===== src/source/axi_slave_pkg.sv =====
package axi_slave_pkg;

  // Bus and memory geometry
  localparam int ADDR_W    = 10;
  localparam int DATA_W    = 64;
  localparam int STRB_W    = 8;
  localparam int ID_W      = 4;
  localparam int ADDR_LSB  = 3;
  localparam int MEM_WORDS = 128;
  localparam int WORD_AW   = 7;

  typedef logic [ADDR_W-1:0]  addr_t;
  typedef logic [DATA_W-1:0]  data_t;
  typedef logic [STRB_W-1:0]  strb_t;
  typedef logic [ID_W-1:0]    id_t;
  typedef logic [7:0]         len_t;
  typedef logic [WORD_AW-1:0] word_addr_t;

  // AxBURST encodings
  typedef enum logic [1:0] {
    BURST_FIXED = 2'b00,
    BURST_INCR  = 2'b01,
    BURST_WRAP  = 2'b10,
    BURST_RSVD  = 2'b11
  } burst_t;

  typedef enum logic [1:0] {
    WR_IDLE,
    WR_ADDR,
    WR_DATA,
    WR_RESP
  } wr_state_t;

  typedef enum logic [1:0] {
    RD_IDLE,
    RD_ADDR,
    RD_DATA
  } rd_state_t;

  typedef enum logic [1:0] {
    ARB_IDLE,
    ARB_WRITE,
    ARB_READ
  } arb_state_t;

endpackage


===== src/source/axi_addr_gen.sv =====
`timescale 1ns/10ps

module axi_addr_gen (
  input  logic                  i_s_axi_aclk,
  input  logic                  i_s_axi_aresetn,
  input  logic                  i_start,
  input  logic                  i_step,
  input  axi_slave_pkg::addr_t  i_addr,
  input  axi_slave_pkg::len_t   i_len,
  input  axi_slave_pkg::burst_t i_burst,
  output axi_slave_pkg::addr_t  o_addr,
  output axi_slave_pkg::addr_t  o_next_addr,
  output logic                  o_last
);

  axi_slave_pkg::addr_t  addr_q;
  axi_slave_pkg::len_t   len_q;
  axi_slave_pkg::burst_t burst_q;
  axi_slave_pkg::len_t   cnt_q;
  axi_slave_pkg::addr_t  incr_addr;
  axi_slave_pkg::addr_t  wrap_mask;
  axi_slave_pkg::addr_t  wrap_addr;

  // Aligned to the beat, plus one beat
  assign incr_addr = {addr_q[axi_slave_pkg::ADDR_W-1:axi_slave_pkg::ADDR_LSB] + 1'b1,
                      {axi_slave_pkg::ADDR_LSB{1'b0}}};

  // Legal wrap lengths are 2, 4, 8 or 16 beats, so (len+1)*8-1 is len with low ones
  assign wrap_mask = axi_slave_pkg::addr_t'({len_q, {axi_slave_pkg::ADDR_LSB{1'b1}}});

  // Upper bits stay, offset inside the block rolls over
  assign wrap_addr = (addr_q & ~wrap_mask) | (incr_addr & wrap_mask);

  always_comb begin
    case (burst_q)
      axi_slave_pkg::BURST_FIXED: o_next_addr = addr_q;
      axi_slave_pkg::BURST_WRAP:  o_next_addr = wrap_addr;
      axi_slave_pkg::BURST_INCR,
      axi_slave_pkg::BURST_RSVD:  o_next_addr = incr_addr;
    endcase
  end

  always_ff @(posedge i_s_axi_aclk) begin
    if (!i_s_axi_aresetn) begin
      len_q   <= '0;
      burst_q <= axi_slave_pkg::BURST_INCR;
      cnt_q   <= '0;
    end else if (i_start) begin
      len_q   <= i_len;
      burst_q <= i_burst;
      cnt_q   <= '0;
    end else if (i_step) begin
      cnt_q <= cnt_q + 1'b1;
    end
  end

  always_ff @(posedge i_s_axi_aclk) begin
    if (i_start) begin
      addr_q <= i_addr;
    end else if (i_step) begin
      addr_q <= o_next_addr;
    end
  end

  assign o_addr = addr_q;
  assign o_last = (cnt_q == len_q);

endmodule


===== config.mk =====
export PLATFORM = sky130hd
export DESIGN_NAME = axi_addr_gen
export DESIGN_NICKNAME = d
export VERILOG_FILES = /design/src/source/axi_slave_pkg.sv /design/src/source/axi_addr_gen.sv
export SDC_FILE = /design/constraint.sdc
export NUM_CORES = 1
export LEC_CHECK = 0
export BUFFER_PORTS_ARGS = -buffer_cell sky130_fd_sc_hd__buf_2
export CAP_MARGIN = 20
export CORE_UTILIZATION = 40
export CTS_CLUSTER_SIZE = 16
export DETAILED_ROUTE_END_ITERATION = 8
export PLACE_DENSITY = 0.75
export SKIP_LAST_GASP = 1
export SLEW_MARGIN = 20
export SYNTH_ARGS = -nofsm -noshare
export SYNTH_HDL_FRONTEND = slang
export SYNTH_SLANG_ARGS = --single-unit

===== constraint.sdc =====
create_clock -name i_s_axi_aclk -period 1.9 [get_ports i_s_axi_aclk]
set_input_delay 0 -clock i_s_axi_aclk [delete_from_list [all_inputs] [get_ports i_s_axi_aclk]]
set_output_delay 0 -clock i_s_axi_aclk [all_outputs]
set_load 0.01 [all_outputs]

==> results.tsv <==
metric	value	unit
status	completed	
EDFF count, synth	10	
# nets final	244	
layout cells sized above 1	28.6	%
largest net degree at the start of global routing	17	
core area	3420	µm²
mapped cell area	1460	µm²
clock buffer depth	2	
total number of clock tree sinks	28	
CP Class	register to output port	
# rows	21	
post-synth top area cell	dfxtp_1	
die width	62.4	µm
register bit total from synthesis	28	
top_reg_cell synth	dfxtp_1	
Routed WL per cell	12.8	µm
Netlist cell types	29	
fmax	550	MHz
vias in the first global route	1303	
CP Max Fanout	4	
Crit. End Element	output port	
final cycle utilization of the critical path	95.7	%
actual slew at the worst max-slew pin	0.415	ns
syn avg cell area	9.87	µm²
die area	3900	µm²
placed cells	231	
fin util	59.5	%
CTS root buffer	clkbuf_4	
post-synth top area share	24.7	%
GR Util All Layers	18.3	%
sequential-to-total area share from yosys stat	45.2	%
num ports	45	
Syn. warnings	0	
Peak supply drop	0.531	mV
drt pass-1 iters	4	
synthesized net count	174	
Die Height	62.4	µm
GP Congestion	0.807	
Area Growth Syn to Fin	39.0	%
Pleak	0.870	nW
H-tree Lvls	1	
met2 WL	1670	µm
initial DRC count	83	
top area cells in the synthesized netlist	dfxtp_1 25%, edfxtp_1 21%, mux2i_1 7.5%	
Via density	5.03	
Post-Synth Simple-Gate Area	20.3	%
Final Hold Fails	0	
CTS Buf Count	3	
power density cells	711	nW/µm²
Hold WS	0.0174	ns
pre-CTS worst setup slack	0.299	ns
DP HPWL	2290	µm
final slew viol count	0	
maxcap violations	0	
met3 routed WL	168	µm
most frequent cells in the layout	44 x buf_2, 24 x dlygate4sd3_1, 18 x dfxtp_1, 13 x nand2_1, 12 x nor2_1	
FILL cells	305	
Inserted Diodes	0	
Tmin final	1.82	ns
largest family of logic cells by synthesized area	simple AND/OR/NAND/NOR gates	
commonest non-fill, non-tap cell in the layout	buf_2	
mux contribution to synthesized area	12.2	%
GRT Residual Overflow	0	
first-pass GRT wire length	5780	µm
remaining routing DRC violations	0	
Skew-Pair Late Insertion Delay	0.33	ns
post-synthesis xor/xnor area fraction	9.59	%
Hold/Removal Path Class	primary input to register	
Worst-path clk slew	0.16	ns
initial antenna violation count	0	
Adder-Cell Fraction of Synth Area	1.71	%
Initial Util	42.8	%
Max transition margin	72.3	%
CTS tree	built	
Post-synth ARST share	0	%
Setup WS post-layout	0.0823	ns
Critical Path Source Type	register	
Met1 Wirelength	1500	µm
vias post-DR	1323	
Max Used Layer	met4	
Post-Synthesis Cells	148	
Port Buffers	44	
post-synthesis compound-gate area fraction	8.22	%
final WL	3360	µm
Worst EP required	1.90	ns
clock skew	0.0166	ns
Post-Layout Cell Count	263	
ANT nets after route	0	
Arr. time, crit path	1.82	ns
Setup Viol. Count Final	0	
## flip-flops by register name, summed over array words and instances, names as in the netlist
signal / count
o_addr: 10
len_q: 8
cnt_q: 8
burst_q: 2
## synth_stat cells (2+ instances only)
cell	n
and2_1	3
nand3_1	3
mux2_2	6
xnor2_1	11
dfxtp_1	18
o21ai_0	3
o31ai_1	2
nand2_1	13
edfxtp_1	10
buf_2	6
mux2i_1	11
nor2b_1	10
a21oi_1	9
ha_1	2
or4_1	3
nand4_1	5
clkbuf_1	2
a31oi_1	2
or3_1	3
nor2_1	12
xor2_1	5
o211ai_1	2
## worst max-delay path, stage by stage (launching register included)
cell and delay, ns:
edfxtp_1 0.42, ha_1 0.22, nand3_2 0.11, or4_4 0.53
nand2_1 0.08, buf_2 0.12
## kinds of logic (layout without fill, tap and decap cells)
kind of cell | count (synthesis) | in the layout
DFF | 28 | 28
and+or+nand+nor | 56 | 56
xor gates and xnor gates | 16 | 16
adders and majority gates | 2 | 2
AOI/OAI and AO/OA | 20 | 20
buffers and inverters | 9 | 78
muxes | 17 | 17
## through the flow
stage	area [µm²]	total power, W	TNS (ns)
after floorplan	1460	0.000893	0
after global placement	1710	0.000999	0
after detailed placement	1710	0.00101	0
after CTS	2000	0.00143	0
after global routing	2030	0.00151	-0.0146
final	2030	0.00144	0
## area by class of cell
type,instances,area (µm²),share of cell area [%]
well taps,46,57.6,2.83
flip-flops and latches,28,661,32.5
clock buffers,3,22.5,1.11
multi-input cells,111,759,37.4
clock inverters,1,30.0,1.48
inverters,1,3.75,0.185
repair buffers,73,498,24.5
## routing by layer
layer,GRT usage (%),vias up
met2,31.4,38
met1,23.0,618
li1,-,663
met5,0,-
met3,4.38,4
met4,4.07,0
## timing repair
action	in CTS	in global routing
setup buffers	0	4
endpoints found under the setup margin	0	1
gates resized for setup	0	0
hold endpoints to repair	18	0
hold buffers	24	0
## report_power, final
part | total [W] | internal [W] | switching [W]
Sequential | 0.000714 | 0.000668 | 0.0000461
Combinational | 0.000340 | 0.000184 | 0.000156
Clock | 0.000390 | 0.000213 | 0.000176
Total | 0.00144 | 0.00107 | 0.000379
## path summary, 6_finish.rpt
| kind | startpoint | to | slack (ns) | depth (start not counted) |
|---|---|---|---|---|
| min reg2reg | cnt_q[7]$_SDFFE_PP0P_ | cnt_q[7]$_SDFFE_PP0P_ | 0.51 | 2 |
| max reg2reg | o_addr[3]$_DFFE_PP_ | o_addr[9]$_DFFE_PP_ | 0.30 | 4 |
| min | i_step | cnt_q[0]$_SDFFE_PP0P_ | 0.02 | 3 |
| max | o_addr[3]$_DFFE_PP_ | o_next_addr[9] | 0.08 | 5 |
Note: power is estimated with default switching activity, not from simulation.
