### config.mk
export PLATFORM = sky130hd
export DESIGN_NAME = axi_write_ctrl
export DESIGN_NICKNAME = d
export VERILOG_FILES = /design/src/source/axi_slave_pkg.sv /design/src/source/axi_write_ctrl.sv
export SDC_FILE = /design/constraint.sdc
export NUM_CORES = 1
export LEC_CHECK = 0
export ABC_CLOCK_PERIOD_IN_PS = 4100
export BUFFER_PORTS_ARGS = -buffer_cell sky130_fd_sc_hd__buf_2
export CAP_MARGIN = 20
export CELL_PAD_IN_SITES_DETAIL_PLACEMENT = 1
export CELL_PAD_IN_SITES_GLOBAL_PLACEMENT = 1
export CORE_MARGIN = 5
export CORE_UTILIZATION = 34
export DETAILED_ROUTE_END_ITERATION = 10
export PLACE_DENSITY = 0.81
export SLEW_MARGIN = 20
export SYNTH_ARGS = -nofsm -noshare
export SYNTH_HDL_FRONTEND = slang
export SYNTH_SLANG_ARGS = --single-unit
### constraint.sdc
create_clock -name i_s_axi_aclk -period 4.1 [get_ports i_s_axi_aclk]
set_clock_uncertainty 0.2 [all_clocks]
set_input_delay 0.82 -clock i_s_axi_aclk [delete_from_list [all_inputs] [get_ports i_s_axi_aclk]]
set_output_delay 0.82 -clock i_s_axi_aclk [all_outputs]
set_load 0.02 [all_outputs]
### src/source/axi_slave_pkg.sv
package axi_slave_pkg;

  // Bus and memory geometry
  localparam int ADDR_W    = 10;
  localparam int DATA_W    = 64;
  localparam int STRB_W    = 8;
  localparam int ID_W      = 4;
  localparam int ADDR_LSB  = 3;
  localparam int MEM_WORDS = 128;
  localparam int WORD_AW   = 7;

  typedef logic [ADDR_W-1:0]  addr_t;
  typedef logic [DATA_W-1:0]  data_t;
  typedef logic [STRB_W-1:0]  strb_t;
  typedef logic [ID_W-1:0]    id_t;
  typedef logic [7:0]         len_t;
  typedef logic [WORD_AW-1:0] word_addr_t;

  // AxBURST encodings
  typedef enum logic [1:0] {
    BURST_FIXED = 2'b00,
    BURST_INCR  = 2'b01,
    BURST_WRAP  = 2'b10,
    BURST_RSVD  = 2'b11
  } burst_t;

  typedef enum logic [1:0] {
    WR_IDLE,
    WR_ADDR,
    WR_DATA,
    WR_RESP
  } wr_state_t;

  typedef enum logic [1:0] {
    RD_IDLE,
    RD_ADDR,
    RD_DATA
  } rd_state_t;

  typedef enum logic [1:0] {
    ARB_IDLE,
    ARB_WRITE,
    ARB_READ
  } arb_state_t;

endpackage

### src/source/axi_write_ctrl.sv
`timescale 1ns/10ps

module axi_write_ctrl (
  input  logic               i_s_axi_aclk,
  input  logic               i_s_axi_aresetn,
  input  logic               i_grant,
  input  logic               i_awvalid,
  input  logic               i_wvalid,
  input  logic               i_wlast,
  input  logic               i_bready,
  input  axi_slave_pkg::id_t i_awid,
  output logic               o_awready,
  output logic               o_wready,
  output logic               o_bvalid,
  output logic               o_start,
  output logic               o_step,
  output logic               o_mem_we,
  output logic               o_done,
  output axi_slave_pkg::id_t o_bid,
  output logic [1:0]         o_bresp
);

  axi_slave_pkg::wr_state_t state;
  logic                     aw_hs;
  logic                     w_hs;

  assign aw_hs = o_awready & i_awvalid;
  assign w_hs  = o_wready & i_wvalid;

  // Address generator loads on AW, advances on every accepted beat
  assign o_start  = aw_hs;
  assign o_step   = w_hs;
  assign o_mem_we = w_hs;
  assign o_done   = o_bvalid & i_bready;

  // Always OKAY
  assign o_bresp = 2'b00;

  always_ff @(posedge i_s_axi_aclk) begin
    if (!i_s_axi_aresetn) begin
      state     <= axi_slave_pkg::WR_IDLE;
      o_awready <= 1'b0;
      o_wready  <= 1'b0;
      o_bvalid  <= 1'b0;
    end else begin
      case (state)
        axi_slave_pkg::WR_IDLE: begin
          if (i_grant) begin
            o_awready <= 1'b1;
            state     <= axi_slave_pkg::WR_ADDR;
          end
        end
        axi_slave_pkg::WR_ADDR: begin
          if (aw_hs) begin
            o_awready <= 1'b0;
            o_wready  <= 1'b1;
            state     <= axi_slave_pkg::WR_DATA;
          end
        end
        axi_slave_pkg::WR_DATA: begin
          if (w_hs && i_wlast) begin
            o_wready <= 1'b0;
            o_bvalid <= 1'b1;
            state    <= axi_slave_pkg::WR_RESP;
          end
        end
        axi_slave_pkg::WR_RESP: begin
          if (o_done) begin
            o_bvalid <= 1'b0;
            state    <= axi_slave_pkg::WR_IDLE;
          end
        end
        default: state <= axi_slave_pkg::WR_IDLE;
      endcase
    end
  end

  // ID echoed on B
  always_ff @(posedge i_s_axi_aclk) begin
    if (aw_hs) begin
      o_bid <= i_awid;
    end
  end

endmodule

==> results_dict.tcl <==
set metrics [dict create \
    die_x_um 48.56 \
    synth-seq-cells 9 \
    port_buffers 21 \
    ctsHoldBuffers 0 \
    ys_top_cells_by_area "edfxtp_1 (24%), dfxtp_1 (20%), ha_1 (9.9%)" \
    core_area_um2 1454 \
    vdd_ir_drop_max_mv 0.2951 \
    firstDrtPassIters 3 \
    drt-vias-per-instance 4.705 \
    multiInputGateArea_um2 247.7 \
    grt_usage 0.1069 \
    r2r-end "state[0]" \
    synth-compound-area-share 0.1980 \
    die_y_um 48.56 \
    clkTransAtPathRegs_ns 0.06 \
    clock_latency_ns 0.25 \
    floorplan.rows 14 \
    synthMuxAreaShare 0.03960 \
    drive_gt1_frac 0.3750 \
    timing.fmax_mhz 410.5 \
    holdCritPathClass "reg2reg" \
    wl_per_cell_um 13.20 \
    synth-edff-count 4 \
    htree_levels 1 \
    place_ws_ns 1.663 \
    fin_crit_sh 0.5941 \
    io_pins 24 \
    cts_buffers 3 \
    drv_cap 0 \
    fin_crit_ns 2.436 \
    route.detailed.drc 0 \
    yosys-top-cells-count "dfxtp_1 (5), inv_1 (5), nand2_1 (5), edfxtp_1 (4), ha_1 (4)" \
    rsz0062_at_grt "false" \
    async_reset_ff_frac 0 \
    fin_area_um2 638.1 \
    p_per_area_nw_per_um2 545.7 \
    drtIter0Drc 6 \
    post_dp_cell_area_um2 611.8 \
    finalSetupTns_ns 0 \
    tritoncts "built" \
    nFillCells 174 \
    dp_hpwl_um 981 \
    synthesis.area_um2 505.5 \
    yosys.area_share.simple 0.1386 \
    final-setup-viol-count 0 \
    crit_fanout 6 \
    final_nets 88 \
    ys.flop_type "dfxtp_1" \
    dr_total_vias 414 \
    yosys.area.top_type_share 0.2376 \
    whs_ns 0.3008 \
    reg2reg_from "state[1]" \
    syn_avg_cell_area_um2 10.32 \
    leakagePower_uw 0.0002905 \
    num_antenna_cells 0 \
    seq_area_frac_synth 0.4356 \
    grt_overflow 0 \
    crit_path_end_kind "output port" \
    status "complete, no violations" \
    hold_viol 0 \
    yosys.area.top_type "edfxtp_1" \
    syn_inst 49 \
    cts.repair.resized 0 \
    synthXorXnorAreaFrac 0 \
    worst_ep_required_time_ns 3.08 \
    timing.critical_path.from "i_awvalid" \
    routabilityCongestion 0.7102 \
    synthAdderAreaFrac 0.09901 \
    r2r_slack_ns 2.37 \
    grt_max_degree 8 \
    worst_slack_ns 1.664 \
    yosysWarnings 0 \
    cts_sinks 9 \
    start_kind "input port" \
    ctsLongestPathBuffers 2 \
    ff_latch_area_um2 220.2 \
    syn2layout_area_growth_pct 26.24 \
    ys_types 22 \
    worstSetupPathType "in2out" \
    arrival_ns 1.42 \
    synth_top_family_by_area "compound AO/OA/AOI/OAI gates" \
    grt_pass1_wl_um 2014 \
    final_antenna_net_count 0 \
    hold-path-cell-count 2 \
    drv_slew 0 \
    grt_antenna_before_repair 0 \
    die_area_um2 2358 \
    ff2ff_path_depth 5 \
    grt_pass1_vias 441 \
    start_util 0.3477 \
    drt_wl_total_um 1162 \
    cts_root_buf "clkbuf_4" \
    critPathCapture "o_start" \
    post_cts_buffers 0 \
]
[where the power goes]
| part | leakage, uW | internal (uW) | switching, uW | total, uW |
|---|---|---|---|---|
| Combinational | 0.000198 | 66.6 | 80.9 | 148 |
| Sequential | 0.0000777 | 115 | 18.4 | 133 |
| Clock | 0.0000150 | 37.4 | 30.3 | 67.7 |
[logic make-up after synthesis]
logic type / Yosys count
AO/OA/AOI/OAI: 12
adder cells (fa/ha/maj): 4
buffers and inverters: 8
flip-flops: 9
multiplexers: 2
other: 1
AND/OR/NAND/NOR: 13
[cells in the final DEF (no fill, tap or decap), types with 2 or more instances in the layout]
master / n
conb_1: 2
buf_2: 21
clkbuf_4: 3
nand2_1: 5
inv_1: 5
o21ai_0: 2
edfxtp_1: 4
o21a_1: 2
a21boi_1: 3
a21oi_1: 2
and2_1: 2
dfxtp_1: 5
ha_1: 4
mux2i_1: 2
[state kept, by name, indices dropped and copies added (netlist names)]
| signal | cells |
|---|---|
| o_awready | 1 |
| o_bid | 4 |
| o_bvalid | 1 |
| o_wready | 1 |
| state | 2 |
[area by class of cell]
class / instances / share of cell area
timing repair buffer: 21 / 0.1647
multi-input combinational: 33 / 0.3882
sequential: 9 / 0.3451
inverter: 5 / 0.02941
tap: 16 / 0.03137
clock buffer: 4 / 0.04118
[worst max-delay path, cell delays in order]
cell    delay, ns
buf_2        0.11
and2_1       0.27
buf_2        0.22
[metrics by stage]
step | utilization | total power (uW) | std cells
global route | 0.4389 | 376.4 | 88
finish | 0.4389 | 348.2 | 88
CTS | 0.4389 | 353.8 | 88
floorplan | - | 247.4 | 50
detailed placement | 0.4208 | 284.9 | 84
global placement | 0.4208 | 280.1 | 84
[layer usage]
| metal | part of all wire | track usage | up-vias |
|---|---|---|---|
| met5 | 0 | 0 | - |
| met4 | 0.015 | 0.05381 | 0 |
| met3 | 0.071 | 0.04601 | 2 |
| met2 | 0.48 | 0.1696 | 11 |
| met1 | 0.44 | 0.1208 | 188 |
| li1 | - | - | 213 |
[how the worst min path moves through the flow]
stage	slack [ns]	endpoint	from
4_1_cts	0.31	o_bvalid	o_bvalid
5_1_grt	0.32	o_bvalid	o_bvalid
3_5_place_dp	0.30	o_bvalid	o_bvalid
6_report	0.30	o_bvalid	o_bvalid
2_1_floorplan	0.27	state[1]	state[1]
3_3_place_gp	0.27	o_bvalid	o_bvalid
Power figures use the tool's default switching activity.
