## src/source/axi_slave_pkg.sv

```systemverilog
package axi_slave_pkg;

  // Bus and memory geometry
  localparam int ADDR_W    = 10;
  localparam int DATA_W    = 64;
  localparam int STRB_W    = 8;
  localparam int ID_W      = 4;
  localparam int ADDR_LSB  = 3;
  localparam int MEM_WORDS = 128;
  localparam int WORD_AW   = 7;

  typedef logic [ADDR_W-1:0]  addr_t;
  typedef logic [DATA_W-1:0]  data_t;
  typedef logic [STRB_W-1:0]  strb_t;
  typedef logic [ID_W-1:0]    id_t;
  typedef logic [7:0]         len_t;
  typedef logic [WORD_AW-1:0] word_addr_t;

  // AxBURST encodings
  typedef enum logic [1:0] {
    BURST_FIXED = 2'b00,
    BURST_INCR  = 2'b01,
    BURST_WRAP  = 2'b10,
    BURST_RSVD  = 2'b11
  } burst_t;

  typedef enum logic [1:0] {
    WR_IDLE,
    WR_ADDR,
    WR_DATA,
    WR_RESP
  } wr_state_t;

  typedef enum logic [1:0] {
    RD_IDLE,
    RD_ADDR,
    RD_DATA
  } rd_state_t;

  typedef enum logic [1:0] {
    ARB_IDLE,
    ARB_WRITE,
    ARB_READ
  } arb_state_t;

endpackage

```

## src/source/axi_txn_arbiter.sv

```systemverilog
`timescale 1ns/10ps

module axi_txn_arbiter (
  input  logic i_s_axi_aclk,
  input  logic i_s_axi_aresetn,
  input  logic i_awvalid,
  input  logic i_arvalid,
  input  logic i_wr_done,
  input  logic i_rd_done,
  output logic o_wr_grant,
  output logic o_rd_grant
);

  axi_slave_pkg::arb_state_t state;

  always_ff @(posedge i_s_axi_aclk) begin
    if (!i_s_axi_aresetn) begin
      state      <= axi_slave_pkg::ARB_IDLE;
      o_wr_grant <= 1'b0;
      o_rd_grant <= 1'b0;
    end else begin
      // Grants are single-cycle pulses
      o_wr_grant <= 1'b0;
      o_rd_grant <= 1'b0;
      case (state)
        axi_slave_pkg::ARB_IDLE: begin
          // Write side wins a tie
          if (i_awvalid) begin
            state      <= axi_slave_pkg::ARB_WRITE;
            o_wr_grant <= 1'b1;
          end else if (i_arvalid) begin
            state      <= axi_slave_pkg::ARB_READ;
            o_rd_grant <= 1'b1;
          end
        end
        axi_slave_pkg::ARB_WRITE: begin
          if (i_wr_done) begin
            state <= axi_slave_pkg::ARB_IDLE;
          end
        end
        axi_slave_pkg::ARB_READ: begin
          if (i_rd_done) begin
            state <= axi_slave_pkg::ARB_IDLE;
          end
        end
        default: state <= axi_slave_pkg::ARB_IDLE;
      endcase
    end
  end

endmodule

```

## config.mk

```make
export PLATFORM = sky130hd
export DESIGN_NAME = axi_txn_arbiter
export DESIGN_NICKNAME = d
export VERILOG_FILES = /design/src/source/axi_slave_pkg.sv /design/src/source/axi_txn_arbiter.sv
export SDC_FILE = /design/constraint.sdc
export NUM_CORES = 1
export LEC_CHECK = 0
export BUFFER_PORTS_ARGS = -buffer_cell sky130_fd_sc_hd__buf_2
export CAP_MARGIN = 25
export CELL_PAD_IN_SITES_DETAIL_PLACEMENT = 1
export CELL_PAD_IN_SITES_GLOBAL_PLACEMENT = 2
export CORE_AREA = 2 2 39 41
export DETAILED_ROUTE_END_ITERATION = 8
export DIE_AREA = 0 0 41 43
export PLACE_DENSITY = 0.4
export RECOVER_POWER = 50
export SLEW_MARGIN = 10
export SYNTH_ARGS = -nofsm -noshare
export SYNTH_HDL_FRONTEND = slang
export SYNTH_SLANG_ARGS = --single-unit
```

## constraint.sdc

```tcl
create_clock -name i_s_axi_aclk -period 1.9 [get_ports i_s_axi_aclk]
set_clock_uncertainty 0.1 [all_clocks]
set_input_delay 0.19 -clock i_s_axi_aclk [delete_from_list [all_inputs] [get_ports i_s_axi_aclk]]
set_output_delay 0.19 -clock i_s_axi_aclk [all_outputs]
set_load 0.03 [all_outputs]
```

==> results.md, run 1 <==
* Critical path buffer and inverter count at 1
* Syn. warnings at 0
* CTS Root Cell: clkbuf_4
* IR drop worst, VDD at ~160 uV
* Overall power consumption at 0.2249 mW
* Part of the cycle the worst path needs at roughly 54%
* Pin count of the biggest net entering global routing at 6
* Outcome: completed
* Final Net Count at 32
* Post-synth EDFFs at 0
* Post-DR wirelength/cell at 8.600 um
* Worst Path Arrival at between 0.7 and 0.8 ns
* First-pass GRT wire length at 558 um
* DR iter-0 viols at 4
* Top cell type by total area after synthesis: dfxtp_1
* Clock share of power at approximately 48%
* Top_reg_cell synth: dfxtp_1
* Ranking of synthesized cells by area: dfxtp_1, nand2b_1, a21oi_2
* Initial core utilization at 10.94%
* Crit Path Class: reg2out
* Final Critical Period at 1.017 ns
* TritonCTS Buffers at 3
* P per Cell Area at between 900 and 1000 mW/mm2
* Area Overhead vs Synth at 51.24%
* Clock sinks at 4
* Syn Std Cell Area at 151.4 um2
* Startpoint Class: flop
* Logic pwr share at a little over a tenth
* GRT Total Usage at under 10%
* DRT Pass-1 Iters at 2
* # DRC at 0
* Worst skew pair latency at between 0.2 and 0.25 ns
* TritonCTS clock tree: yes
* Syn_nets at 20
* Crit-path max cell delay at around 0.3 ns
* Final setup vio count at 0
* Top Ports at 8
* CTS clk-pin slew, worst paths at 0.04 ns
* Slew Limit Fails at 0
* TNS Setup at 0 ns
* Critical path data required time at approximately 1.6 ns
* Worst setup EP type: primary output
* Final Wtd Congestion at about 0.67
* RSZ-0062 raised after global routing: no
* Worst Max-Slew Pin Slew at 0.2586 ns
* Avg Cell Area, Syn at approximately 11 um2
* Grt total ovfl at 0
* Vias in the first global route at roughly 150
* Vias at between 100 and 150
* Core box area at between 0.001 and 0.0015 mm2
* Critical path's slowest cell: dfxtp_1
* Register area share after synthesis at 52.89%
* Sequential power share at between 40 and 50%
* H-tree levels at 1
* Largest buffer count on any clock path at 2
* Chip Width at just over 40 um
* Synth cell count leaders: dfxtp_1, nand2b_1
* I/O Buffers at 7
* Number of max-cap violations at 0
* Fmax at between 900 and 1000 MHz
* Worst hold path class: in2reg
* Int Power at approximately 0.17 mW
* Hold Fails Final Rpt at 0
* Die Area at between 0.0015 and 0.002 mm2
* Initial antenna violation count at 0
* Layout cells sized above 1 at a little under half
* Net switching power at approximately 0.053 mW
* Ys async rst share at 0%
* Slew headroom at 82.52%
* Critical path fanouts, max at 1
* Switching share of power at a little under a quarter
* Final ANT Viol Nets at 0
* Postcts setup bufs at 0
* Cell Chain, Critical Path: buf_2
* Leakage power at between 0.09 and 0.1 nW
* Vias per cell at between 3 and 4
* Antenna cells at 0
* Synth Instances at 14
* CP top delay family: flip-flops
* Synthesized flop and latch total at 4
* Drt total wl at roughly 340 um
* Yosys cell types at 8
* Die Span Y at roughly 43 um
* Rows at 14
* Hold_buf cts at 0
* Resized cells post-CTS at 0
* Top-area cell type share of the netlist area at between 50% and 60%
* Post-DP HPWL at roughly 260 um
==> state kept, by name, summed over array words and instances (netlist names) <==
name / cells
state: 2
o_wr_grant: 1
o_rd_grant: 1
==> metrics by stage <==
step                hold WS, ns  instances  setup slack (ns)  utilization, %  area, um2
detailed placement       0.3148         37            0.9047           14.92      206.4
CTS                     0.06055         40            0.8733           16.55      229.0
global placement         0.3071         37            0.9163           14.92      206.4
finish                  0.06627         40            0.8832           16.55      229.0
global route            0.06596         40            0.8561           16.55      229.0
floorplan                0.1693         14            0.9489               -      151.4
==> cell families after synthesis <==
logic type      share of synthesized area [%]
simple gates                            38.02
flops                                   52.89
compound gates                          9.089
==> per-layer routing <==
metal / global-route usage (%) / wire [um] / vias to the layer above
met1: 5.806 / 182 / 53
met3: 5.236 / 51 / 0
met2: 5.000 / 109 / 7
li1: - / - / 69
met4: 8.000 / 0 / 0
met5: 0 / 0 / -
==> worst paths after layout <==
| path | end | slack [ns] | cells after the start | startpoint |
|---|---|---|---|---|
| max | o_wr_grant | 0.88 | 1 | o_wr_grant$_SDFF_PN0_ |
| min | o_rd_grant$_SDFF_PP0_ | 0.07 | 2 | i_awvalid |
| max reg2reg | state[1]$_SDFFE_PN0P_ | 0.91 | 2 | state[1]$_SDFFE_PN0P_ |
| min reg2reg | o_wr_grant$_SDFF_PN0_ | 0.40 | 1 | state[0]$_SDFFE_PN0P_ |
==> area by class of cell <==
cell class / count / area [um2]
well taps: 16 / 20.02
fillers: 168 / 1155
multi-input cells: 10 / 71.32
repair buffers: 7 / 35.03
flip-flops and latches: 4 / 80.08
clock buffers: 3 / 22.52
==> cells in the final DEF, fill, tap and decap left out <==
master	netlist	layout
buf_2	0	7
nand2b_1	4	4
dfxtp_1	4	4
clkbuf_4	0	3
a21oi_1	1	1
nor3b_1	1	1
nor4b_1	1	1
or2b_1	1	1
or3b_1	1	1
a21oi_2	1	1
==> power by group through the flow <==
stage / logic (mW) / clock network [mW] / registers [mW]
3_3_place_gp: 0.0243 / 0 / 0.0939
5_1_grt: 0.0264 / 0.120 / 0.0932
2_1_floorplan: 0.0101 / 0 / 0.0980
4_1_cts: 0.0246 / 0.113 / 0.0927
6_report: 0.0241 / 0.108 / 0.0928
3_5_place_dp: 0.0244 / 0 / 0.0939
No activity file was read; power rests on OpenSTA's default activity.
==> inputs of run 2 (changes only) <==
clock period = 1 ns   (was 1.9 ns; I/O delays follow)
==> run 2 against run 1 <==
The run now ends with hold timing left; via count grew 1.6%; combinational power increased by 88%; total power rose by 84%; sequential power is 91% higher; global-route usage fell by 0.10 points; critical path type is now reg2reg; critical endpoint is now state[1]$_SDFFE_PN0P_.
==> results.md, run 2 (synthesized netlist as in run 1, its figures left out) <==
* Slew headroom at 85.29% (was 82.52%)
* Largest buffer count on any clock path at 2 (unchanged)
* DRT Pass-1 Iters at 3 (was 2)
* Top Ports at 8 (unchanged)
* Post-DR wirelength/cell at 8.000 um (was 8.600 um)
* Worst skew pair latency at 0.23 ns (was 0.24 ns)
* Vias in the first global route at 150 (was 146)
* RSZ-0062 raised after global routing: no (unchanged)
* Worst hold start: i_awvalid (unchanged)
* Fmax at 1058 MHz
* Area Overhead vs Synth at 51.24% (unchanged)
* Clock sinks at 4 (unchanged)
* Worst setup EP type: flop (was primary output)
* Vias per cell at 3.275 (was 3.225)
* Leakage power at 0.09772 nW (was 0.09770 nW)
* Initial core utilization at 10.94% (unchanged)
* DR iter-0 viols at 1 (was 4)
* Final Net Count at 32 (unchanged)
* Crit Path Class: reg2reg (was reg2out)
* Worst hold path depth at 2 (unchanged)
* TNS Setup at 0 ns (unchanged)
* Vias at 131 (was 129)
* Chip Width at 41 um (unchanged)
* Reg2reg start: state[1]$_SDFFE_PN0P_ (unchanged)
* Antenna cells at 0 (unchanged)
* Startpoint Class: flop (unchanged)
* CTS Root Cell: clkbuf_4 (unchanged)
* Drt total wl at 320 um (was 344 um)
* TritonCTS Buffers at 3 (unchanged)
* Biggest regs: state (2), o_rd_grant (1), o_wr_grant (1) (unchanged)
* CP startpoint: state[1]$_SDFFE_PN0P_ (was o_wr_grant$_SDFF_PN0_)
* Final ANT Viol Nets at 0 (unchanged)
* Most common cell after layout, fill and taps aside: buf_2 (unchanged)
* Outcome: finished with violations (was completed)
* TritonCTS clock tree: yes (unchanged)
* Flop2flop setup slack at 0.05 ns (was 0.91 ns)
* Number of max-cap violations at 0 (unchanged)
* Final setup vio count at 0 (unchanged)
* Worst Max-Slew Pin Slew at 0.2176 ns (was 0.2586 ns)
* Hold Fails Final Rpt at 1 (was 0)
* Post-DP HPWL at 250.4 um (was 255.4 um)
* Initial antenna violation count at 0 (unchanged)
* Final Critical Period at around 0.95 ns
* Reg with most FFs: state (unchanged)
* Slew Limit Fails at 0 (unchanged)
* Worst hold path class: in2reg (unchanged)
* I/O Buffers at 7 (unchanged)
* CTS clk-pin slew, worst paths at 0.04 ns (about the same)
* Worst Path Arrival at 1.01 ns (was 0.73 ns)
* Core box area at 0.001384 mm2 (unchanged)
* Die Area at 0.001763 mm2 (unchanged)
* Most frequent cells in the layout: buf_2, nand2b_1, dfxtp_1, clkbuf_4 (unchanged)
* Resized cells post-CTS at 0 (unchanged)
* Pin count of the biggest net entering global routing at 6 (unchanged)
* GRT Total Usage at 5.528% (was 5.628%)
* H-tree levels at 1 (unchanged)
* Register area at 80.08 um2 (unchanged)
* Layout cells sized above 1 at 45.83% (unchanged)
* Area of the multi-input gates at 71.32 um2 (unchanged)
* Die Span Y at 43 um (unchanged)
* Failing checks: hold timing
* P per Cell Area at 1811 mW/mm2 (was 982.4 mW/mm2)
* Final Hold Slack at -0.02120 ns (was 0.06627 ns)
* IR drop worst, VDD at 383.9 uV (was 161.0 uV)
* Worst reg2reg path depth at 2 (unchanged)
* Part of the cycle the worst path needs at ~95%
* Largest register FFs at 2 (unchanged)
* First-pass GRT wire length at 565 um (was 558 um)
* # DRC at 0 (unchanged)
* Grt total ovfl at 0 (unchanged)
* Fill cells at 167 (was 168)
* Rows at 14 (unchanged)
* Postcts setup bufs at 0 (unchanged)
* Critical path fanouts, max at 3 (was 1)
* Critical path data required time at 1.06 ns (was 1.61 ns)
* Final Wtd Congestion at 0.6544 (was 0.6719)
-- run 2: final timing paths --
kind	end
max	state[1]$_SDFFE_PN0P_
min	o_rd_grant$_SDFF_PP0_
max reg2reg	state[1]$_SDFFE_PN0P_
min reg2reg	o_wr_grant$_SDFF_PN0_
-- run 2: critical path, cell delays in order, from the launching register on --
cell and delay [ns]:
dfxtp_1 0.30, or3b_1 0.36, a21oi_2 0.12
-- run 2: routing by layer --
metal	wire, um	vias up	global-route usage (%)
met3	52	0	5.236
met2	121	7	5.000
met1	146	55	6.452
met4	0	0	6.000
met5	0	-	0
li1	-	69	-
-- run 2: power breakdown --
| part | switching, mW | total, mW | internal, mW |
|---|---|---|---|
| registers | 0.00605 | 0.177 | 0.170 |
| clock network | 0.0590 | 0.193 | 0.134 |
| logic | 0.0231 | 0.0454 | 0.0222 |
-- run 2: final cells by class --
class                      count  area share (%)
multi-input combinational     10           31.15
sequential                     4           34.97
tap                           16           8.743
clock buffer                   3           9.836
timing repair buffer           7           15.30
-- run 2: metrics by stage --
stage / worst slack (ns) / util [%] / area, um2 / std cells / power [mW]
2_1_floorplan: 0.04893 / - / 151.4 / 14 / 0.2055
4_1_cts: 0.008189 / 16.55 / 229.0 / 40 / 0.4308
3_5_place_dp: 0.01402 / 14.92 / 206.4 / 37 / 0.2250
6_report: 0.05452 / 16.55 / 229.0 / 40 / 0.4146
5_1_grt: 0.002590 / 16.55 / 229.0 / 40 / 0.4468
3_3_place_gp: 0.04090 / 14.92 / 206.4 / 37 / 0.2247
