**src/source/axi_slave_pkg.sv**
```systemverilog
package axi_slave_pkg;

  // Bus and memory geometry
  localparam int ADDR_W    = 10;
  localparam int DATA_W    = 64;
  localparam int STRB_W    = 8;
  localparam int ID_W      = 4;
  localparam int ADDR_LSB  = 3;
  localparam int MEM_WORDS = 128;
  localparam int WORD_AW   = 7;

  typedef logic [ADDR_W-1:0]  addr_t;
  typedef logic [DATA_W-1:0]  data_t;
  typedef logic [STRB_W-1:0]  strb_t;
  typedef logic [ID_W-1:0]    id_t;
  typedef logic [7:0]         len_t;
  typedef logic [WORD_AW-1:0] word_addr_t;

  // AxBURST encodings
  typedef enum logic [1:0] {
    BURST_FIXED = 2'b00,
    BURST_INCR  = 2'b01,
    BURST_WRAP  = 2'b10,
    BURST_RSVD  = 2'b11
  } burst_t;

  typedef enum logic [1:0] {
    WR_IDLE,
    WR_ADDR,
    WR_DATA,
    WR_RESP
  } wr_state_t;

  typedef enum logic [1:0] {
    RD_IDLE,
    RD_ADDR,
    RD_DATA
  } rd_state_t;

  typedef enum logic [1:0] {
    ARB_IDLE,
    ARB_WRITE,
    ARB_READ
  } arb_state_t;

endpackage

```
**src/source/axi_read_ctrl.sv**
```systemverilog
`timescale 1ns/10ps

module axi_read_ctrl (
  input  logic                      i_s_axi_aclk,
  input  logic                      i_s_axi_aresetn,
  input  logic                      i_grant,
  input  logic                      i_arvalid,
  input  logic                      i_rready,
  input  logic                      i_last,
  input  axi_slave_pkg::id_t        i_arid,
  input  axi_slave_pkg::addr_t      i_addr,
  input  axi_slave_pkg::addr_t      i_next_addr,
  output logic                      o_arready,
  output logic                      o_rvalid,
  output logic                      o_rlast,
  output logic                      o_start,
  output logic                      o_step,
  output logic                      o_mem_re,
  output logic                      o_done,
  output axi_slave_pkg::word_addr_t o_mem_addr,
  output axi_slave_pkg::id_t        o_rid,
  output logic [1:0]                o_rresp
);

  axi_slave_pkg::rd_state_t state;
  logic                     ar_hs;
  logic                     r_hs;

  assign ar_hs = o_arready & i_arvalid;
  assign r_hs  = o_rvalid & i_rready;

  assign o_start = ar_hs;
  assign o_step  = r_hs;
  assign o_done  = r_hs & i_last;

  // Generator sits on the beat being presented, so its last flag marks RLAST
  assign o_rlast = o_rvalid & i_last;

  assign o_rresp = 2'b00;

  // Start word on entry to RD_DATA, then the following word on each handshake
  always_comb begin
    o_mem_re   = 1'b0;
    o_mem_addr = i_addr[axi_slave_pkg::ADDR_W-1:axi_slave_pkg::ADDR_LSB];
    if (state == axi_slave_pkg::RD_DATA) begin
      if (!o_rvalid) begin
        o_mem_re = 1'b1;
      end else if (r_hs && !i_last) begin
        o_mem_re   = 1'b1;
        o_mem_addr = i_next_addr[axi_slave_pkg::ADDR_W-1:axi_slave_pkg::ADDR_LSB];
      end
    end
  end

  always_ff @(posedge i_s_axi_aclk) begin
    if (!i_s_axi_aresetn) begin
      state     <= axi_slave_pkg::RD_IDLE;
      o_arready <= 1'b0;
      o_rvalid  <= 1'b0;
    end else begin
      case (state)
        axi_slave_pkg::RD_IDLE: begin
          if (i_grant) begin
            o_arready <= 1'b1;
            state     <= axi_slave_pkg::RD_ADDR;
          end
        end
        axi_slave_pkg::RD_ADDR: begin
          if (ar_hs) begin
            o_arready <= 1'b0;
            state     <= axi_slave_pkg::RD_DATA;
          end
        end
        axi_slave_pkg::RD_DATA: begin
          // RVALID rises with the first memory word and holds while RREADY is low
          if (!o_rvalid) begin
            o_rvalid <= 1'b1;
          end else if (o_done) begin
            o_rvalid <= 1'b0;
            state    <= axi_slave_pkg::RD_IDLE;
          end
        end
        default: state <= axi_slave_pkg::RD_IDLE;
      endcase
    end
  end

  always_ff @(posedge i_s_axi_aclk) begin
    if (ar_hs) begin
      o_rid <= i_arid;
    end
  end

endmodule

```
**config.mk**
```make
export PLATFORM = sky130hd
export DESIGN_NAME = axi_read_ctrl
export DESIGN_NICKNAME = d
export VERILOG_FILES = /design/src/source/axi_slave_pkg.sv /design/src/source/axi_read_ctrl.sv
export SDC_FILE = /design/constraint.sdc
export NUM_CORES = 1
export LEC_CHECK = 0
export BUFFER_PORTS_ARGS = -buffer_cell sky130_fd_sc_hd__buf_4
export CORE_UTILIZATION = 29
export CTS_CLUSTER_SIZE = 12
export DETAILED_ROUTE_END_ITERATION = 8
export PLACE_DENSITY = 0.73
export SLEW_MARGIN = 20
export SYNTH_ARGS = -nofsm -noshare
export SYNTH_HDL_FRONTEND = slang
export SYNTH_SLANG_ARGS = --single-unit
```
**constraint.sdc**
```tcl
create_clock -name i_s_axi_aclk -period 1.35 [get_ports i_s_axi_aclk]
set_clock_uncertainty 0.15 [all_clocks]
set_input_delay 0.0675 -clock i_s_axi_aclk [delete_from_list [all_inputs] [get_ports i_s_axi_aclk]]
set_output_delay 0.0675 -clock i_s_axi_aclk [all_outputs]
set_load 0.03 [all_outputs]
```
==> results of run 1 <==
[through the flow]
step	setup slack [ps]	hold WS, ps	utilization [%]	cells	TNS [ps]
global placement	-129	95.9	62.1	100	-896
floorplan	-296	16.4	-	40	-2070
global route	-435	43.9	70.7	110	-3000
CTS	-399	29.7	70.6	110	-2740
detailed placement	-153	100	62.1	100	-999
finish	-387	36.4	70.7	110	-2660
[final timing paths]
check	startpoint	to	slack, ps	depth (start not counted)
max reg2reg	o_rvalid	o_rvalid	60	4
max	o_rvalid	o_mem_addr[5]	-390	5
min	i_arvalid	o_arready	40	4
min reg2reg	o_arready	o_arready	360	2
[sequential cells by signal (all words and copies together), names as in the netlist]
| register | flops |
|---|---|
| o_arready | 1 |
| o_rid | 4 |
| o_rvalid | 1 |
| state | 2 |
[logic make-up (layout without fill, tap and decap cells)]
| family | Yosys count | count (layout) | synth area share [%] |
|---|---|---|---|
| buffers and inverters | 4 | 59 | 5.07 |
| and+or+nand+nor | 12 | 12 | 22.0 |
| AOI/OAI and AO/OA | 7 | 7 | 9.30 |
| DFF | 8 | 8 | 45.1 |
| muxes | 7 | 7 | 17.7 |
| other | 1 | 2 | 0.844 |
[worst max-delay path: stages (launching register included)]
cell and delay, ps:
dfxtp_4 340, and2_4 130, nor3b_4 210, buf_12 160
mux2_4 300, buf_6 140
[cells in the final DEF, fill, tap and decap left out, types with 2 or more instances in the layout]
cell type      synthesis  routed
mux2_4                 0       7
a21oi_1                4       3
conb_1                 1       2
and2_2                 1       2
buf_6                  0       7
inv_1                  2       2
dlygate4sd3_1          0       6
edfxtp_1               4       4
buf_4                  2      39
dfxtp_1                4       2
clkbuf_4               0       3
[metal layers]
layer  wire [um]  vias to the layer above  global-route usage [%]
met5           0                        -                       0
met2         891                       15                    36.3
met1         469                      227                    12.1
met4           0                        0                    2.42
li1            -                      246                       -
met3          68                        0                    6.52
[power by group]
part / switching, uW / leakage, uW / internal [uW]
logic: 103 / 0.000387 / 124
registers: 6.51 / 0.0000707 / 268
clock network: 75.8 / 0.0000150 / 113
total: 185 / 0.000472 / 505
[synthesized netlist by cell type]
cell,number,area [um2]
a2111oi_0,1,8.76
a21oi_1,4,20.0
and2_1,1,6.26
and2_2,1,7.51
and2_4,1,8.76
and2b_1,1,7.51
and3_2,1,7.51
buf_4,2,15.0
conb_1,1,3.75
dfxtp_1,4,80.1
edfxtp_1,4,120
inv_1,2,7.51
mux2_2,7,78.8
nand2_1,1,3.75
nand2b_1,1,6.26
nand2b_4,1,13.8
nand3b_1,1,7.51
nor2_1,1,3.75
nor3b_4,1,18.8
o21ai_0,1,5.00
o21bai_1,1,7.51
or2_2,1,6.26
[timing repair]
action,4_1_cts,5_1_grt
hold buffers,6,0
endpoints found under the hold margin,8,0
pin swaps,1,0
resized for setup,8,1
buffers inserted,0,0
setup endpoints to repair,8,8
[area by class of cell]
| cell class | count | area, um2 |
|---|---|---|
| timing repair buffer | 53 | 452 |
| fill | 97 | 400 |
| multi-input combinational | 28 | 256 |
| sequential | 8 | 205 |
| clock buffer | 4 | 26.3 |
| tap | 15 | 18.8 |
| inverter | 2 | 7.51 |
==> results.toml, run 1 <==
[route]
drt_iter0_markers = 2
dr.pass1.iters = 2
vias = 488
wl_per_cell_um = 13.0
via_per_inst = 4.44
drc_errors = 0
ant_nets = 0
wirelength_um = 1430

[synthesis]
ys_seq_area_share_pct = 45.1
synth_area_per_cell_um2 = 11.4
postSynthCellCount = 39
synth_cell_types = 22
yosys_warnings = 0
ys_seq_elements = 8
mappedNetlistArea_um2 = 444

[global_route]
antenna_found_initial = 0
grt_max_degree = 8
gr-total-overflow = 0
first_global_vias = 444
grt_pass1_wl_um = 1710
grt.total_usage_pct = 16.2

[sta]
final.period_utilization_pct = 129
clock.fmax_mhz = 576
min_period_ps = 1740
setup_viol = 7
fin_ws_ps = -387
rsz0062_at_grt = "yes"
hold_viol_final = 0
drv_slew = 0

[placement]
port_buffers = 41
place_area_um2 = 848
gp_congestion = 0.722
hpwl_um = 1080

[die]
rows = 13
start_util_pct = 32.5
ios = 50
die_area_mm2 = 0.00169
dieHeight_um = 41.1
coreArea_mm2 = 0.00137
dieWidth_um = 41.1

[hold_path]
hold_class = "primary input to flip-flop"

[worst_setup_path]
critPathLaunchType = "flip-flop"
cp.arrival_ps = 1520
critical_path.endpoint_type = "primary output"
crit_type = "flip-flop to primary output"
crit_required_ps = 1130
path_max_fanout = 7

[clocking]
cts_tree = "yes"
worstSkewPairLatency_ps = 240
cts_made_buffers = 3
path_clk_slew_ps = 50
root_buffer = "clkbuf_4"
htreeDepth = 1
clk_path_buf_depth = 2
cts.sinks = 8

[status]
status = "finished, violations left"
violations = "setup timing"

[power_and_ir_drop]
peakVddDrop_v = 0.000573
finalPower_uw = 690
leakagePower_uw = 0.000472
p_per_area_mw_per_mm2 = 714

[finish]
num-nets-final = 126
post_route_cells_drive_above_1_share_pct = 70.5
area_delta_synth_final_pct = 117
diodes = 0
fin_area_um2 = 966

[run]
max_cap_viol_count = 0
No activity file was read; power rests on OpenSTA's default activity.
==> inputs of run 2 (changes only) <==
Settings changed: CORE_UTILIZATION 29 to 32, PLACE_DENSITY 0.73 to 0.77.
Clock period 1.35 ns to 1.9 ns, I/O delays scaled along.
==> run 2 against run 1 <==
Net effect: the flow now finishes without violations; highest routed layer is now met4; via count down 4.9%; worst setup slack better by 430 ps; sequential share of layout area up 1.6 points; sequential power down 28%; clock-buffer cell count unchanged; routed wire length down 18%; largest cell class unchanged; clock power down 26%; combinational power down 38%; critical path depth unchanged; critical endpoint unchanged; critical path type unchanged; die area down 8.9%.
==> results.toml, run 2 (synthesis gave the netlist of run 1 again) <==
[status]
status = "completed"

[route]
ant_nets = 0
vias = 464
drc_errors = 0
drt_iter0_markers = 0
wl_per_cell_um = 11.0
via_per_inst = 4.38
wirelength_um = 1170
dr.pass1.iters = 1

[placement]
dp.cells = 95
port_buffers = 41
hpwl_um = 837
gp_congestion = 0.729
pre_cts_ws_ps = 207

[die]
dieHeight_um = 39.3
start_util_pct = 34.1
ios = 50
coreArea_mm2 = 0.00130
dieWidth_um = 39.3
die_area_mm2 = 0.00154
rows = 13

[clocking]
cts_made_buffers = 3
worstSkewPairLatency_ps = 250
cts_tree = "yes"
path_clk_slew_ps = 50
cts.sinks = 8
htreeDepth = 1
root_buffer = "clkbuf_4"
clk_path_buf_depth = 2

[worst_setup_path]
path_cells = "nand2b_4, nor3b_4, buf_12, mux2_2, buf_4"
critical_path.endpoint_type = "primary output"
critPathLaunchType = "flip-flop"
crit_slowest_cell = "dfxtp_2"
cp.arrival_ps = 1610
cp_slowest_stage_delay_ps = 330
crit_type = "flip-flop to primary output"
path_max_fanout = 7
crit_required_ps = 1650
cp_top_family = "simple AND/OR/NAND/NOR gates"
critPathBufInv = 2

[power_and_ir_drop]
peakVddDrop_v = 0.000498
leakagePower_uw = 0.000424
p_int_uw = 347
p_per_area_mw_per_mm2 = 539
switching_share_pct = 27.4
pwr-share-comb_pct = 29.6
power_switching_uw = 131
power_frac_seq_pct = 41.3
power.share.clock_pct = 29.1

[global_route]
first_global_vias = 344
grt.total_usage_pct = 15.4
gr-total-overflow = 0
grt_max_degree = 8
antenna_found_initial = 0
grt_pass1_wl_um = 1480

[sta]
drv_slew = 0
clock.fmax_mhz = 539
fin_ws_ps = 46.2
final.period_utilization_pct = 97.6
timing.hold.ws_ps = 49.5
setup_viol = 0
tns_ps = 0
min_period_ps = 1850
hold_viol_final = 0

[finish]
reg_top3 = "o_rid x4, state x2"
post_route_cells_drive_above_1_share_pct = 67.0
finalNonFillerCells = 106
largest_register = "o_rid"
area_delta_synth_final_pct = 99.7
final_common_cell = "buf_4"
num-nets-final = 122
final_cell_mix = "39 x buf_4, 7 x mux2_2, 6 x dlygate4sd3_1"
largest_reg_flops = 4
diodes = 0

[hold_path]
hold_class = "primary input to flip-flop"

[run]
max_cap_viol_count = 0
==> run 2: metrics by stage <==
stage                     cell area (um2)  utilization (%)  power, uW
after detailed placement              767             58.9        330
after CTS                             873             67.1        480
final                                 887             68.2        478
after global routing                  887             68.2        506
after global placement                767             58.9        327
after floorplan                       448                -        267
==> run 2: tightest hold or removal path, delay by kind of cell <==
kind,cells,cell delay (ps)
buffers and inverters,2,110
AO/OA/AOI/OAI,2,200
==> run 2: final timing paths <==
path	start	cells past startpoint	to	slack, ps
setup reg to reg	o_arready	2	state[0]	640
hold reg to reg	state[0]	1	state[0]	340
hold / removal	i_arvalid	4	o_arready	50
setup / recovery	state[0]	5	o_mem_addr[5]	50
==> run 2: power by group through the flow <==
stage / registers, uW / clock network (uW) / logic, uW
2_1_floorplan: 213 / 0 / 54.2
3_3_place_gp: 200 / 0 / 127
3_5_place_dp: 201 / 0 / 129
4_1_cts: 197 / 144 / 139
5_1_grt: 199 / 156 / 152
6_report: 198 / 139 / 141
==> run 2: routing by layer <==
layer | vias up | track usage [%] | share of wire (%)
met5 | - | 0 | 0
met3 | 2 | 6.82 | 5.5
li1 | 238 | - | -
met4 | 0 | 7.76 | 1.1
met2 | 16 | 24.2 | 56
met1 | 208 | 17.6 | 38
==> run 2: area by class of cell <==
class | count | area [um2]
fill | 104 | 414
timing repair buffer | 49 | 407
multi-input combinational | 28 | 225
sequential | 8 | 203
clock buffer | 4 | 26.3
tap | 15 | 18.8
inverter | 2 | 7.51
==> run 2: what timing repair did <==
item                                    CTS  global route
pin swaps                                 1             1
endpoints found under the setup margin    7             7
hold buffers                              6             0
gates resized for setup                   0             5
endpoints found under the hold margin     8             0
setup buffers                             1             0
==> inputs of run 3 (changes only) <==
Settings changed: CORE_MARGIN set to 2.
==> run 3 against run 2 <==
Net effect: clock power decreased by 13%; cell count fell by 0.94%; core utilization decreased by 1.2 points; die area grew 10%; clock-buffer cell count shrank 1; worst setup slack improved by 24 ps; largest power group unchanged.
==> results.toml, run 3 (synthesis gave the netlist of run 1 again) <==
[worst_setup_path]
path_max_fanout = 6
crit_required_ps = 1650
critPathBufInv = 2
crit_type = "flip-flop to primary output"
path_cells = "and2_4, nor3b_4, buf_6, mux2_2, buf_4"
crit_slowest_cell = "dfxtp_4"
critPathLaunchType = "flip-flop"
critical_path.endpoint_type = "primary output"
cp_slowest_stage_delay_ps = 360
cp_top_family = "flip-flops"
cp.arrival_ps = 1580

[power_and_ir_drop]
peakVddDrop_v = 0.000395
leakagePower_uw = 0.000419
p_per_area_mw_per_mm2 = 525

[run]
max_cap_viol_count = 0

[die]
rows = 13
die_area_mm2 = 0.00170
dieHeight_um = 41.3
start_util_pct = 34.1
coreArea_mm2 = 0.00130
dieWidth_um = 41.3
ios = 50

[finish]
largest_reg_flops = 4
post_route_cells_drive_above_1_share_pct = 68.9
final_cell_mix = "41 x buf_4, 7 x mux2_2, 6 x dlygate4sd3_1"
postLayoutCoreUtil_pct = 66.9
final_common_cell = "buf_4"
num-nets-final = 122
largest_register = "o_rid"
fin_area_um2 = 871
finalNonFillerCells = 105
diodes = 0
reg_top3 = "o_rid x4, state x2"
area_delta_synth_final_pct = 96.1

[sta]
fin_ws_ps = 70.5
rsz0062_at_grt = "no"
tns_ps = 0
min_period_ps = 1830
setup_viol = 0
clock.fmax_mhz = 547
final.period_utilization_pct = 96.3
hold_viol_final = 0
drv_slew = 0

[placement]
gp_congestion = 0.682
pre_cts_ws_ps = 202
hpwl_um = 1000
port_buffers = 41
dp.cells = 94
place_area_um2 = 759

[global_route]
first_global_vias = 377
grt_max_degree = 8
antenna_found_initial = 0
grt_pass1_wl_um = 1600
gr-total-overflow = 0
grt.total_usage_pct = 14.7

[route]
wl_per_cell_um = 11.9
vias = 462
wl_met3_um = 46
drc_errors = 0
wirelength_um = 1250
top_layer = "met3"
ant_nets = 0
drt_iter0_markers = 4
via_per_inst = 4.40
drt-met1-wl_um = 418
dr_wl_met2_um = 788
dr.pass1.iters = 3

[clocking]
root_buffer = "clkbuf_4"
path_clk_slew_ps = 50
cts_made_buffers = 3
cts.sinks = 8
htreeDepth = 1
worstSkewPairLatency_ps = 240
cts_tree = "yes"
clk_path_buf_depth = 2

[status]
status = "completed"

[hold_path]
hold_class = "primary input to flip-flop"
==> run 3: changes by cell type in the layout (fill, tap and decap cells not counted), sizes merged <==
cell / previous run / this run
clkbuf: 4 / 3
==> run 3: worst register-to-register path, cell delays in order, from the launching register on <==
cell and delay [ps]:
dfxtp_1 320, and2_1 230, a2111oi_0 390
==> run 3: final timing paths <==
check	startpoint	end	slack (ps)	depth (start not counted)
worst max-delay path	o_rvalid	o_mem_addr[5]	70	5
worst min-delay path	i_arvalid	o_arready	60	4
worst max register to register	o_arready	state[0]	690	2
worst min register to register	state[0]	state[0]	340	1
==> run 3: cell type report <==
class	count	area, um2
Clock buffer	3	22.5
Fill cell	116	430
Inverter	2	7.51
Multi-Input combinational cell	28	225
Sequential cell	8	206
Tap cell	15	18.8
Timing Repair Buffer	49	390
==> run 3: layer usage <==
metal / global-route usage [%] / vias to the layer above
met5: 0 / -
li1: - / 238
met3: 4.89 / 0
met2: 27.0 / 10
met1: 16.3 / 214
met4: 2.42 / 0
==> run 3: power breakdown <==
group / total (uW) / internal, uW / switching (uW)
clock network: 121 / 71.7 / 49.5
registers: 197 / 191 / 6.58
logic: 138 / 72.4 / 65.7
total: 457 / 335 / 122
==> run 3: what timing repair did <==
item | 4_1_cts | 5_1_grt
hold endpoints to repair | 8 | 0
endpoints found under the setup margin | 7 | 7
pin swaps | 0 | 1
gates resized for setup | 0 | 6
buffers inserted | 2 | 0
hold buffers | 6 | 0
gates cloned | 0 | 0
==> run 3: metrics by stage <==
stage | hold WS (ps) | total power (uW)
after global placement | 126 | 327
after detailed placement | 124 | 330
after CTS | 45.9 | 467
final | 55.7 | 457
after global routing | 74.3 | 488
after floorplan | 43.9 | 267
